### src/rtl/scope_pkg.sv
// shared widths, types, opcodes and frame layout of the scope capture core, imported by each block
`default_nettype none

package scope_pkg;

	// --------------------
	// frame geometry
	localparam int NUM_BANKS     = 4;
	localparam int BANK_SAMPLES  = 10;
	localparam int FRAME_SAMPLES = NUM_BANKS * BANK_SAMPLES;
	localparam int SAMPLE_W      = 12;
	localparam int BANK_BITS     = BANK_SAMPLES * SAMPLE_W;
	localparam int FIFO_DEPTH    = 4;                        // whole frames
	localparam int FIFO_PTR_W    = $clog2(FIFO_DEPTH);
	localparam int FRAME_WORDS   = FRAME_SAMPLES / 2 + 1;    // sample pairs plus marker
	localparam int WORD_IDX_W    = $clog2(FRAME_WORDS);
	localparam int CMD_BYTES     = 8;

	// --------------------
	// types
	typedef logic signed [SAMPLE_W-1:0]        sample_t;
	typedef logic [BANK_BITS-1:0]              bank_bits_t;
	typedef logic [FRAME_SAMPLES*SAMPLE_W-1:0] frame_t;   // sample 0 in the low bits
	typedef logic [7:0]                        byte_t;
	typedef logic [31:0]                       word_t;
	typedef logic [15:0]                       len_t;

	// --------------------
	// constants and opcodes
	localparam word_t   FRAME_MARKER = {16'hbeef, 16'hdead};
	localparam word_t   FW_VERSION   = 32'd7;
	localparam word_t   UNUSED_REPLY = 32'd19;
	localparam sample_t TRIG_LOWER   = -12'sd10;
	localparam sample_t TRIG_UPPER   = 12'sd10;
	localparam byte_t   TRIG_THRESH  = 8'd1;     // trigger type for the threshold arm

	localparam byte_t OP_READ    = 8'd0;
	localparam byte_t OP_VERSION = 8'd2;
	localparam byte_t OP_UNUSED  = 8'd4;
	localparam byte_t OP_ARM     = 8'd5;

	typedef enum logic [1:0] {ACQ_IDLE, ACQ_WAIT_LOW, ACQ_WAIT_HIGH, ACQ_TAKE} acq_state_t;
	typedef enum logic [1:0] {CMD_RX, CMD_PROCESS, CMD_WAIT} cmd_state_t;
	typedef enum logic [1:0] {TX_IDLE, TX_REPLY, TX_FETCH, TX_WORDS} tx_state_t;

endpackage

`default_nettype wire
### src/rtl/scope_top.sv
// top level of the scope capture core; connects unpackers, trigger, frame FIFO, command and stream
`default_nettype none

module scope_top (
	input  wire                                              clk,
	input  wire                                              rstn,
	input  wire scope_pkg::bank_bits_t [scope_pkg::NUM_BANKS-1:0] i_bank_bits,
	input  wire                                              i_cmd_valid,
	input  wire scope_pkg::byte_t                            i_cmd_data,
	output wire                                              o_cmd_ready,
	output wire                                              o_tx_valid,
	input  wire                                              i_tx_ready,
	output wire scope_pkg::word_t                            o_tx_data,
	output wire [3:0]                                        o_tx_keep,
	output wire                                              o_tx_last
);
	import scope_pkg::*;

	wire frame_t adc_frame;     // all banks, sample 0 lowest
	wire frame_t wr_frame;
	wire frame_t head_frame;
	wire         fifo_wr;
	wire         fifo_rd;
	wire         fifo_full;
	wire         fifo_empty;
	wire         arm;
	wire byte_t  trig_type;
	wire len_t   take_count;
	wire         acq_idle;
	wire         reply_start;
	wire word_t  reply_word;
	wire         read_start;
	wire len_t   read_len;
	wire         tx_done;

	// --------------------
	// bank unpackers
	for (genvar g = 0; g < NUM_BANKS; g++) begin : g_bank
		adc_bank_unpack u_unpack (
			.clk       (clk),
			.rstn      (rstn),
			.i_bits    (i_bank_bits[g]),
			.o_samples (adc_frame[g*BANK_BITS +: BANK_BITS])
		);
	end

	acq_trigger u_acq (
		.clk          (clk),
		.rstn         (rstn),
		.i_frame      (adc_frame),
		.i_arm        (arm),
		.i_trig_type  (trig_type),
		.i_take_count (take_count),
		.i_fifo_full  (fifo_full),
		.o_fifo_wr    (fifo_wr),
		.o_frame      (wr_frame),
		.o_idle       (acq_idle)
	);

	frame_fifo u_fifo (
		.clk     (clk),
		.rstn    (rstn),
		.i_wr    (fifo_wr),
		.i_frame (wr_frame),
		.i_rd    (fifo_rd),
		.o_frame (head_frame),
		.o_full  (fifo_full),
		.o_empty (fifo_empty)
	);

	cmd_engine u_cmd (
		.clk           (clk),
		.rstn          (rstn),
		.i_cmd_valid   (i_cmd_valid),
		.i_cmd_data    (i_cmd_data),
		.o_cmd_ready   (o_cmd_ready),
		.i_acq_idle    (acq_idle),
		.o_arm         (arm),
		.o_trig_type   (trig_type),
		.o_take_count  (take_count),
		.o_reply_start (reply_start),
		.o_reply_word  (reply_word),
		.o_read_start  (read_start),
		.o_read_len    (read_len),
		.i_tx_done     (tx_done)
	);

	tx_stream u_tx (
		.clk           (clk),
		.rstn          (rstn),
		.i_reply_start (reply_start),
		.i_reply_word  (reply_word),
		.i_read_start  (read_start),
		.i_read_len    (read_len),
		.o_tx_done     (tx_done),
		.i_fifo_empty  (fifo_empty),
		.i_frame       (head_frame),
		.o_fifo_rd     (fifo_rd),
		.o_tx_valid    (o_tx_valid),
		.i_tx_ready    (i_tx_ready),
		.o_tx_data     (o_tx_data),
		.o_tx_keep     (o_tx_keep),
		.o_tx_last     (o_tx_last)
	);

endmodule

`default_nettype wire

### src/rtl/tx_stream.sv
// output word sequencer; sends one-word replies or frame data with keep and last flags
`default_nettype none

module tx_stream (
	input  wire                    clk,
	input  wire                    rstn,
	input  wire                    i_reply_start,
	input  wire scope_pkg::word_t  i_reply_word,
	input  wire                    i_read_start,
	input  wire scope_pkg::len_t   i_read_len,
	output logic                   o_tx_done,
	input  wire                    i_fifo_empty,
	input  wire scope_pkg::frame_t i_frame,
	output logic                   o_fifo_rd,
	output logic                   o_tx_valid,
	input  wire                    i_tx_ready,
	output scope_pkg::word_t       o_tx_data,
	output logic [3:0]             o_tx_keep,
	output logic                   o_tx_last
);
	import scope_pkg::*;

	tx_state_t             state;
	len_t                  remain;     // bytes still owed
	word_t                 reply_q;
	frame_t                frame_q;    // shifts down one sample pair per word
	logic [WORD_IDX_W-1:0] word_idx;
	logic                  xfer;
	word_t                 pair_word;

	assign xfer      = o_tx_valid && i_tx_ready;
	assign o_fifo_rd = (state == TX_FETCH) && !i_fifo_empty;   // frame leaves on load
	assign pair_word = {4'd0, frame_q[SAMPLE_W +: SAMPLE_W], 4'd0, frame_q[0 +: SAMPLE_W]};

	always_comb begin
		if (state == TX_REPLY) begin
			o_tx_data = reply_q;
		end else if (word_idx == FRAME_WORDS - 1) begin
			o_tx_data = FRAME_MARKER;
		end else begin
			o_tx_data = pair_word;
		end
	end

	// --------------------
	// keep and last from the remaining count
	always_comb begin
		case (remain)
			16'd1:   o_tx_keep = 4'b0001;
			16'd2:   o_tx_keep = 4'b0011;
			16'd3:   o_tx_keep = 4'b0111;
			default: o_tx_keep = 4'b1111;
		endcase
	end

	assign o_tx_last = (remain <= 16'd4);

	always_ff @(posedge clk) begin
		if ((state == TX_IDLE) && i_reply_start) begin
			reply_q <= i_reply_word;
		end
		if (o_fifo_rd) begin
			frame_q <= i_frame;
		end else if ((state == TX_WORDS) && xfer) begin
			frame_q <= frame_q >> (2 * SAMPLE_W);
		end
	end

	// --------------------
	// sequencer
	always_ff @(posedge clk or negedge rstn) begin
		if (!rstn) begin
			state      <= TX_IDLE;
			remain     <= '0;
			word_idx   <= '0;
			o_tx_valid <= 1'b0;
			o_tx_done  <= 1'b0;
		end else begin
			o_tx_done <= 1'b0;
			case (state)
				TX_IDLE: begin
					if (i_reply_start) begin
						remain     <= 16'd4;        // reply is a single full word
						o_tx_valid <= 1'b1;
						state      <= TX_REPLY;
					end else if (i_read_start) begin
						remain <= i_read_len;
						if (i_read_len == '0) begin
							o_tx_done <= 1'b1;      // nothing to send
						end else begin
							state <= TX_FETCH;
						end
					end
				end

				TX_REPLY: begin
					if (xfer) begin
						o_tx_valid <= 1'b0;
						o_tx_done  <= 1'b1;
						remain     <= '0;
						state      <= TX_IDLE;
					end
				end

				TX_FETCH: begin
					if (!i_fifo_empty) begin
						word_idx   <= '0;
						o_tx_valid <= 1'b1;
						state      <= TX_WORDS;
					end
				end

				TX_WORDS: begin
					if (xfer) begin
						if (o_tx_last) begin
							o_tx_valid <= 1'b0;
							o_tx_done  <= 1'b1;
							remain     <= '0;
							state      <= TX_IDLE;   // rest of the frame is dropped
						end else begin
							remain <= remain - 16'd4;
							if (word_idx == FRAME_WORDS - 1) begin
								o_tx_valid <= 1'b0;
								state      <= TX_FETCH;
							end else begin
								word_idx <= word_idx + 1'b1;
							end
						end
					end
				end

				default: begin
					state <= TX_IDLE;
				end
			endcase
		end
	end

endmodule

`default_nettype wire

### src/rtl/cmd_engine.sv
// collects 8-byte host commands, decodes the opcode and starts replies, reads or acquisitions
`default_nettype none

module cmd_engine (
	input  wire                   clk,
	input  wire                   rstn,
	input  wire                   i_cmd_valid,
	input  wire scope_pkg::byte_t i_cmd_data,
	output logic                  o_cmd_ready,
	input  wire                   i_acq_idle,
	output logic                  o_arm,
	output scope_pkg::byte_t      o_trig_type,
	output scope_pkg::len_t       o_take_count,
	output logic                  o_reply_start,
	output scope_pkg::word_t      o_reply_word,
	output logic                  o_read_start,
	output scope_pkg::len_t       o_read_len,
	input  wire                   i_tx_done
);
	import scope_pkg::*;

	cmd_state_t                   state;
	byte_t                        rx_buf [CMD_BYTES];
	logic [$clog2(CMD_BYTES)-1:0] rx_cnt;
	logic                         rx_xfer;
	logic                         in_process;
	byte_t                        opcode;
	len_t                         msg_len;

	assign rx_xfer    = o_cmd_ready && i_cmd_valid;
	assign in_process = (state == CMD_PROCESS);
	assign opcode     = rx_buf[0];
	assign msg_len    = {rx_buf[5], rx_buf[4]};    // high byte 5

	// --------------------
	// decode, valid for the one cycle in CMD_PROCESS
	assign o_read_start  = in_process && (opcode == OP_READ);
	assign o_read_len    = msg_len;
	assign o_reply_start = in_process && ((opcode == OP_VERSION) || (opcode == OP_UNUSED));
	assign o_reply_word  = (opcode == OP_VERSION) ? FW_VERSION : UNUSED_REPLY;
	assign o_arm         = in_process && (opcode == OP_ARM) && i_acq_idle;
	assign o_trig_type   = rx_buf[1];
	assign o_take_count  = msg_len;

	always_ff @(posedge clk) begin
		if (rx_xfer) begin
			rx_buf[rx_cnt] <= i_cmd_data;
		end
	end

	// --------------------
	// control; ready is registered so it rises one cycle after reset
	always_ff @(posedge clk or negedge rstn) begin
		if (!rstn) begin
			state       <= CMD_RX;
			rx_cnt      <= '0;
			o_cmd_ready <= 1'b0;
		end else begin
			case (state)
				CMD_RX: begin
					o_cmd_ready <= 1'b1;
					if (rx_xfer) begin
						rx_cnt <= rx_cnt + 1'b1;   // wraps to 0 after byte 7
						if (rx_cnt == CMD_BYTES - 1) begin
							state       <= CMD_PROCESS;
							o_cmd_ready <= 1'b0;
						end
					end
				end

				CMD_PROCESS: begin
					if (o_read_start || o_reply_start) begin
						state <= CMD_WAIT;
					end else begin
						state       <= CMD_RX;     // arm or unknown opcode
						o_cmd_ready <= 1'b1;
					end
				end

				CMD_WAIT: begin
					if (i_tx_done) begin
						state       <= CMD_RX;
						o_cmd_ready <= 1'b1;
					end
				end

				default: begin
					state <= CMD_RX;
				end
			endcase
		end
	end

endmodule

`default_nettype wire

### src/rtl/frame_fifo.sv
// small FIFO of whole sample frames between the acquisition FSM and the output stream
`default_nettype none

module frame_fifo (
	input  wire                    clk,
	input  wire                    rstn,
	input  wire                    i_wr,
	input  wire scope_pkg::frame_t i_frame,
	input  wire                    i_rd,
	output scope_pkg::frame_t      o_frame,
	output logic                   o_full,
	output logic                   o_empty
);
	import scope_pkg::*;

	frame_t                mem [FIFO_DEPTH];
	logic [FIFO_PTR_W-1:0] wr_ptr;
	logic [FIFO_PTR_W-1:0] rd_ptr;
	logic [FIFO_PTR_W:0]   count;
	logic                  do_wr;
	logic                  do_rd;

	assign do_wr = i_wr && !o_full;     // writes to a full fifo are lost
	assign do_rd = i_rd && !o_empty;

	assign o_frame = mem[rd_ptr];        // head frame
	assign o_full  = (count == FIFO_DEPTH);
	assign o_empty = (count == '0);

	always_ff @(posedge clk) begin
		if (do_wr) begin
			mem[wr_ptr] <= i_frame;
		end
	end

	always_ff @(posedge clk or negedge rstn) begin
		if (!rstn) begin
			wr_ptr <= '0;
			rd_ptr <= '0;
			count  <= '0;
		end else begin
			if (do_wr) begin
				wr_ptr <= wr_ptr + 1'b1;
			end
			if (do_rd) begin
				rd_ptr <= rd_ptr + 1'b1;
			end
			case ({do_wr, do_rd})
				2'b10:   count <= count + 1'b1;
				2'b01:   count <= count - 1'b1;
				default: count <= count;
			endcase
		end
	end

endmodule

`default_nettype wire

### src/rtl/acq_trigger.sv
// acquisition FSM; waits for the trigger, then writes captured frames into the frame FIFO
`default_nettype none

module acq_trigger (
	input  wire                    clk,
	input  wire                    rstn,
	input  wire scope_pkg::frame_t i_frame,
	input  wire                    i_arm,
	input  wire scope_pkg::byte_t  i_trig_type,
	input  wire scope_pkg::len_t   i_take_count,
	input  wire                    i_fifo_full,
	output logic                   o_fifo_wr,
	output scope_pkg::frame_t      o_frame,
	output logic                   o_idle
);
	import scope_pkg::*;

	acq_state_t state;
	len_t       take_len;   // frames requested
	len_t       taken;      // frames written so far
	sample_t    sample0;
	logic       take_ok;

	assign sample0 = i_frame[SAMPLE_W-1:0];
	assign take_ok = !i_fifo_full && (taken < take_len);

	assign o_fifo_wr = (state == ACQ_TAKE) && take_ok;
	assign o_frame   = i_frame;                 // live frame goes in as is
	assign o_idle    = (state == ACQ_IDLE);

	always_ff @(posedge clk or negedge rstn) begin
		if (!rstn) begin
			state    <= ACQ_IDLE;
			take_len <= '0;
			taken    <= '0;
		end else begin
			case (state)
				ACQ_IDLE: begin
					if (i_arm) begin
						take_len <= i_take_count;
						taken    <= '0;
						if (i_trig_type == TRIG_THRESH) begin
							state <= ACQ_WAIT_LOW;
						end else begin
							state <= ACQ_TAKE;  // no trigger, capture at once
						end
					end
				end

				ACQ_WAIT_LOW: begin
					if (sample0 < TRIG_LOWER) begin
						state <= ACQ_WAIT_HIGH;
					end
				end

				ACQ_WAIT_HIGH: begin
					if (sample0 > TRIG_UPPER) begin
						state <= ACQ_TAKE;  // rising edge through the window
					end
				end

				ACQ_TAKE: begin
					if (take_ok) begin
						taken <= taken + 16'd1;
					end else begin
						state <= ACQ_IDLE;  // count reached or fifo full
					end
				end

				default: begin
					state <= ACQ_IDLE;
				end
			endcase
		end
	end

endmodule

`default_nettype wire

### src/rtl/adc_bank_unpack.sv
// deinterleaves one ADC bank into ten registered samples; one instance per bank in scope_top
`default_nettype none

module adc_bank_unpack (
	input  wire                                              clk,
	input  wire                                              rstn,
	input  wire scope_pkg::bank_bits_t                       i_bits,
	output scope_pkg::sample_t [scope_pkg::BANK_SAMPLES-1:0] o_samples
);
	import scope_pkg::*;

	sample_t [BANK_SAMPLES-1:0] samples_d;

	// bit b of sample k sits at index 10b+k
	always_comb begin
		for (int k = 0; k < BANK_SAMPLES; k++) begin
			for (int b = 0; b < SAMPLE_W; b++) begin
				samples_d[k][b] = i_bits[BANK_SAMPLES*b + k];
			end
		end
	end

	always_ff @(posedge clk or negedge rstn) begin
		if (!rstn) begin
			o_samples <= '0;
		end else begin
			o_samples <= samples_d;  // one cycle from bank input
		end
	end

endmodule

`default_nettype wire

### config.mk
export PLATFORM = sky130hd
export DESIGN_NAME = scope_top
export DESIGN_NICKNAME = d
export VERILOG_FILES = /design/src/rtl/scope_pkg.sv /design/src/rtl/scope_top.sv /design/src/rtl/tx_stream.sv /design/src/rtl/cmd_engine.sv /design/src/rtl/frame_fifo.sv /design/src/rtl/acq_trigger.sv /design/src/rtl/adc_bank_unpack.sv
export SDC_FILE = /design/constraint.sdc
export NUM_CORES = 2
export LEC_CHECK = 0
export ABC_CLOCK_PERIOD_IN_PS = 74900
export BUFFER_PORTS_ARGS = -buffer_cell sky130_fd_sc_hd__buf_2
export CAP_MARGIN = 25
export CORE_UTILIZATION = 35
export DETAILED_ROUTE_END_ITERATION = 16
export HOLD_SLACK_MARGIN = 0.03
export SYNTH_ARGS = -nofsm -noshare
export SYNTH_HDL_FRONTEND = slang
export SYNTH_SLANG_ARGS = --single-unit
### constraint.sdc
create_clock -name clk -period 74.9 [get_ports clk]
set_input_delay 3.745 -clock clk [delete_from_list [all_inputs] [get_ports clk]]
set_output_delay 3.745 -clock clk [all_outputs]
set_load 0.01 [all_outputs]
==> impl_metrics.yaml <==
setup_path:
  slowest_stage: "or4_4"
  cp_num_buf_inv: 1
  reg2regPathDepth: 10
  crit_family: "simple AND/OR/NAND/NOR gates"
  cp-start-kind: "register"
  worstSetupEndpointType: "output pin"
  crit_arrival_ps: 3110
  critPathKind: "register to output pin"
  critPathRequiredTime_ps: 71150
  cp_max_fo: 5
  path_cells: "or4_4, nor3_1, nand3_1, or3b_2, buf_2"
  startpoint: "u_tx.remain[11]"
  path_depth: 5
  r2r-start: "u_acq.taken[5]"
  max_stage_delay_ps: 540
grt:
  antenna_found_initial: 56
  grt_pass1_wl_mm: 338.8
  grt_pass1_vias: 49165
  grt_max_degree: 155
  grt.total_usage: 0.1501
  grt_overflow: 0
power:
  irDropWorstVdd_v: 0.00002782
  power.leakage_nw: 41.87
  power.density_mw_per_mm2: 33.09
clocking:
  clkTransAtPathRegs_ps: 60
  hold_buffers: 0
  clockBufferDepth: 4
  cts_resized: 0
  postCtsSetupBuffers: 0
  htreeDepth: 5
  cts_made_buffers: 316
  clock-sinks: 2986
  root_buffer: "clkbuf_16"
  clock_latency_ps: 900
  cts_tree: "yes"
synth:
  yosysWarnings: 0
  async_flop_share: 0.1849
  ys_ff_latch: 2986
  synth_edf_count: 2434
  netlist_area_mm2: 0.1070
  syn_avg_cell_area_um2: 23.20
  synth.distinct_cells: 73
  seq_area_frac_synth: 0.8121
  ys.flop_type: "edfxtp_1"
  netlist_instances: 4613
routing:
  ant_nets: 0
  wl_mm: 233.8
  top_layer: "met5"
  avgRoutedWirePerCell_um: 24.04
  wl_met1_mm: 100.9
  vias_per_cell: 4.812
  wl_met2_mm: 114.1
  route.met3.wl_mm: 12.89
  drt_first_iter_violations: 3753
  vias: 46789
  first_pass_iters: 5
  drc: 0
timing:
  tightest_slew_ps: 1222
  fmax_mhz: 146.0
  final.setup_skew_ps: 73.16
  min_period_ps: 6851
  timing.final.crit_share: 0.09147
  setup_violations: 0
  rsz0062_at_grt: "no"
  hold_violations: 0
  fin_tns_setup_ps: 0
  relSlewSlack: 0.1851
  slew_violations: 0
  whs_ps: 447.9
floorplan:
  ioPinCount: 531
  die_h_um: 554.9
  fp.dieW_um: 554.9
  coreArea_mm2: 0.3035
  dieArea_mm2: 0.3080
  std_cell_rows: 202
  initial_utilization: 0.3525
job:
  drv_cap: 0
hold_path:
  hold_class: "register to register"
  min_path_cells: 0
  min-delay-start: "g_bank[0].u_unpack.o_samples[104]"
final_layout:
  layout-drive-gt1-share: 0.3670
  fin_nets: 5879
  final_cell_mix: "2434 x edfxtp_1, 550 x dfrtp_1, 526 x buf_2, 480 x mux4_2, 476 x mux2_2"
  layout_commonest_cell: "edfxtp_1"
  fillers: 26271
  area_delta_synth_final_pct: 17.05
place:
  dpl.hpwl_mm: 141.9
  io_buffers: 527
  place.gp.congestion: 0.7610
run_status:
  outcome: "finished clean"
[per-layer routing]
layer  GRT usage  vias to the layer above
met4     0.04228                       28
met1      0.2063                    24815
li1            -                    20288
met2      0.2447                     1273
met5           0                        -
met3     0.02698                      385
[through the flow]
stage | total power, mW | setup WS, ps | std cells | instance area [µm²] | util
3_3_place_gp | 2.638 | 67320 | 9106 | 114600 | 0.3775
2_1_floorplan | 2.539 | 44910 | 4614 | 107000 | -
3_5_place_dp | 2.645 | 67230 | 9108 | 114600 | 0.3777
4_1_cts | 4.204 | 67970 | 9693 | 125100 | 0.4121
5_1_grt | 4.306 | 67920 | 9701 | 125200 | 0.4124
6_report | 4.145 | 68050 | 9724 | 125300 | 0.4126
[cell families after synthesis]
group	synth area share
flops	0.8121
mux	0.1514
simple gates	0.01315
buf+inv	0.009821
compound gates	0.008220
fa+ha+maj	0.004279
xor+xnor	0.0009821
other cells	0.00007018
[report_power, final]
part	total [mW]	switching, mW	internal, mW	leakage [nW]
Combinational	0.541	0.272	0.268	8.10
Sequential	2.05	0.0783	1.98	28.7
Clock	1.55	0.652	0.898	5.08
[path summary, 6_finish.rpt]
check                                                   endpoint  slack, ps
worst max-delay path                                o_tx_keep[1]      68050
worst min-delay path                          u_fifo.mem[3][104]        450
worst max register to register                u_fifo.mem[3][208]      69270
worst min register to register                u_fifo.mem[3][104]        450
max in group asynchronous       g_bank[0].u_unpack.o_samples[23]      69140
min in group asynchronous       g_bank[2].u_unpack.o_samples[48]       2920
[synth_stat cells (all sizes together) (9+ instances only)]
library cell	n	area share
a211o	9	0.00074
a21oi	28	0.0013
and2	27	0.0016
and3	20	0.0012
buf	109	0.0054
clkbuf	85	0.0033
dfrtp	552	0.13
edfxtp	2434	0.68
ha	35	0.0041
inv	34	0.0012
mux2	476	0.050
mux4	480	0.10
nand2	49	0.0017
nand3	16	0.00080
nand4	16	0.00094
nor2	66	0.0023
nor3	13	0.00071
nor3b	17	0.0012
o21ai	38	0.0018
[state kept, by name, indices dropped and copies added, names as in the netlist]
signal	cells
u_cmd.rx_buf	32
u_fifo.rd_ptr	2
u_tx.frame_q	480
u_tx.reply_q	2
u_cmd.o_cmd_ready	1
u_fifo.mem	1920
u_tx.o_tx_done	1
u_cmd.rx_cnt	3
u_cmd.state	2
u_acq.take_len	16
u_tx.o_tx_valid	1
g_bank.u_unpack.o_samples	480
u_acq.state	2
u_fifo.count	3
u_tx.word_idx	5
u_fifo.wr_ptr	2
u_tx.remain	16
u_tx.state	2
u_acq.taken	16
[layout make-up]
type / count / area [µm²] / share of cell area
Sequential cell: 2986 / 86910 / 0.6939
Antenna cell: 26 / 65.06 / 0.0005194
Clock inverter: 162 / 1728 / 0.01380
Tap cell: 4080 / 5105 / 0.04076
Multi-Input combinational cell: 1400 / 19110 / 0.1526
Inverter: 34 / 127.6 / 0.001019
Clock buffer: 423 / 8712 / 0.06956
Timing Repair Buffer: 613 / 3495 / 0.02790
Note: power is estimated with default switching activity, not from simulation.
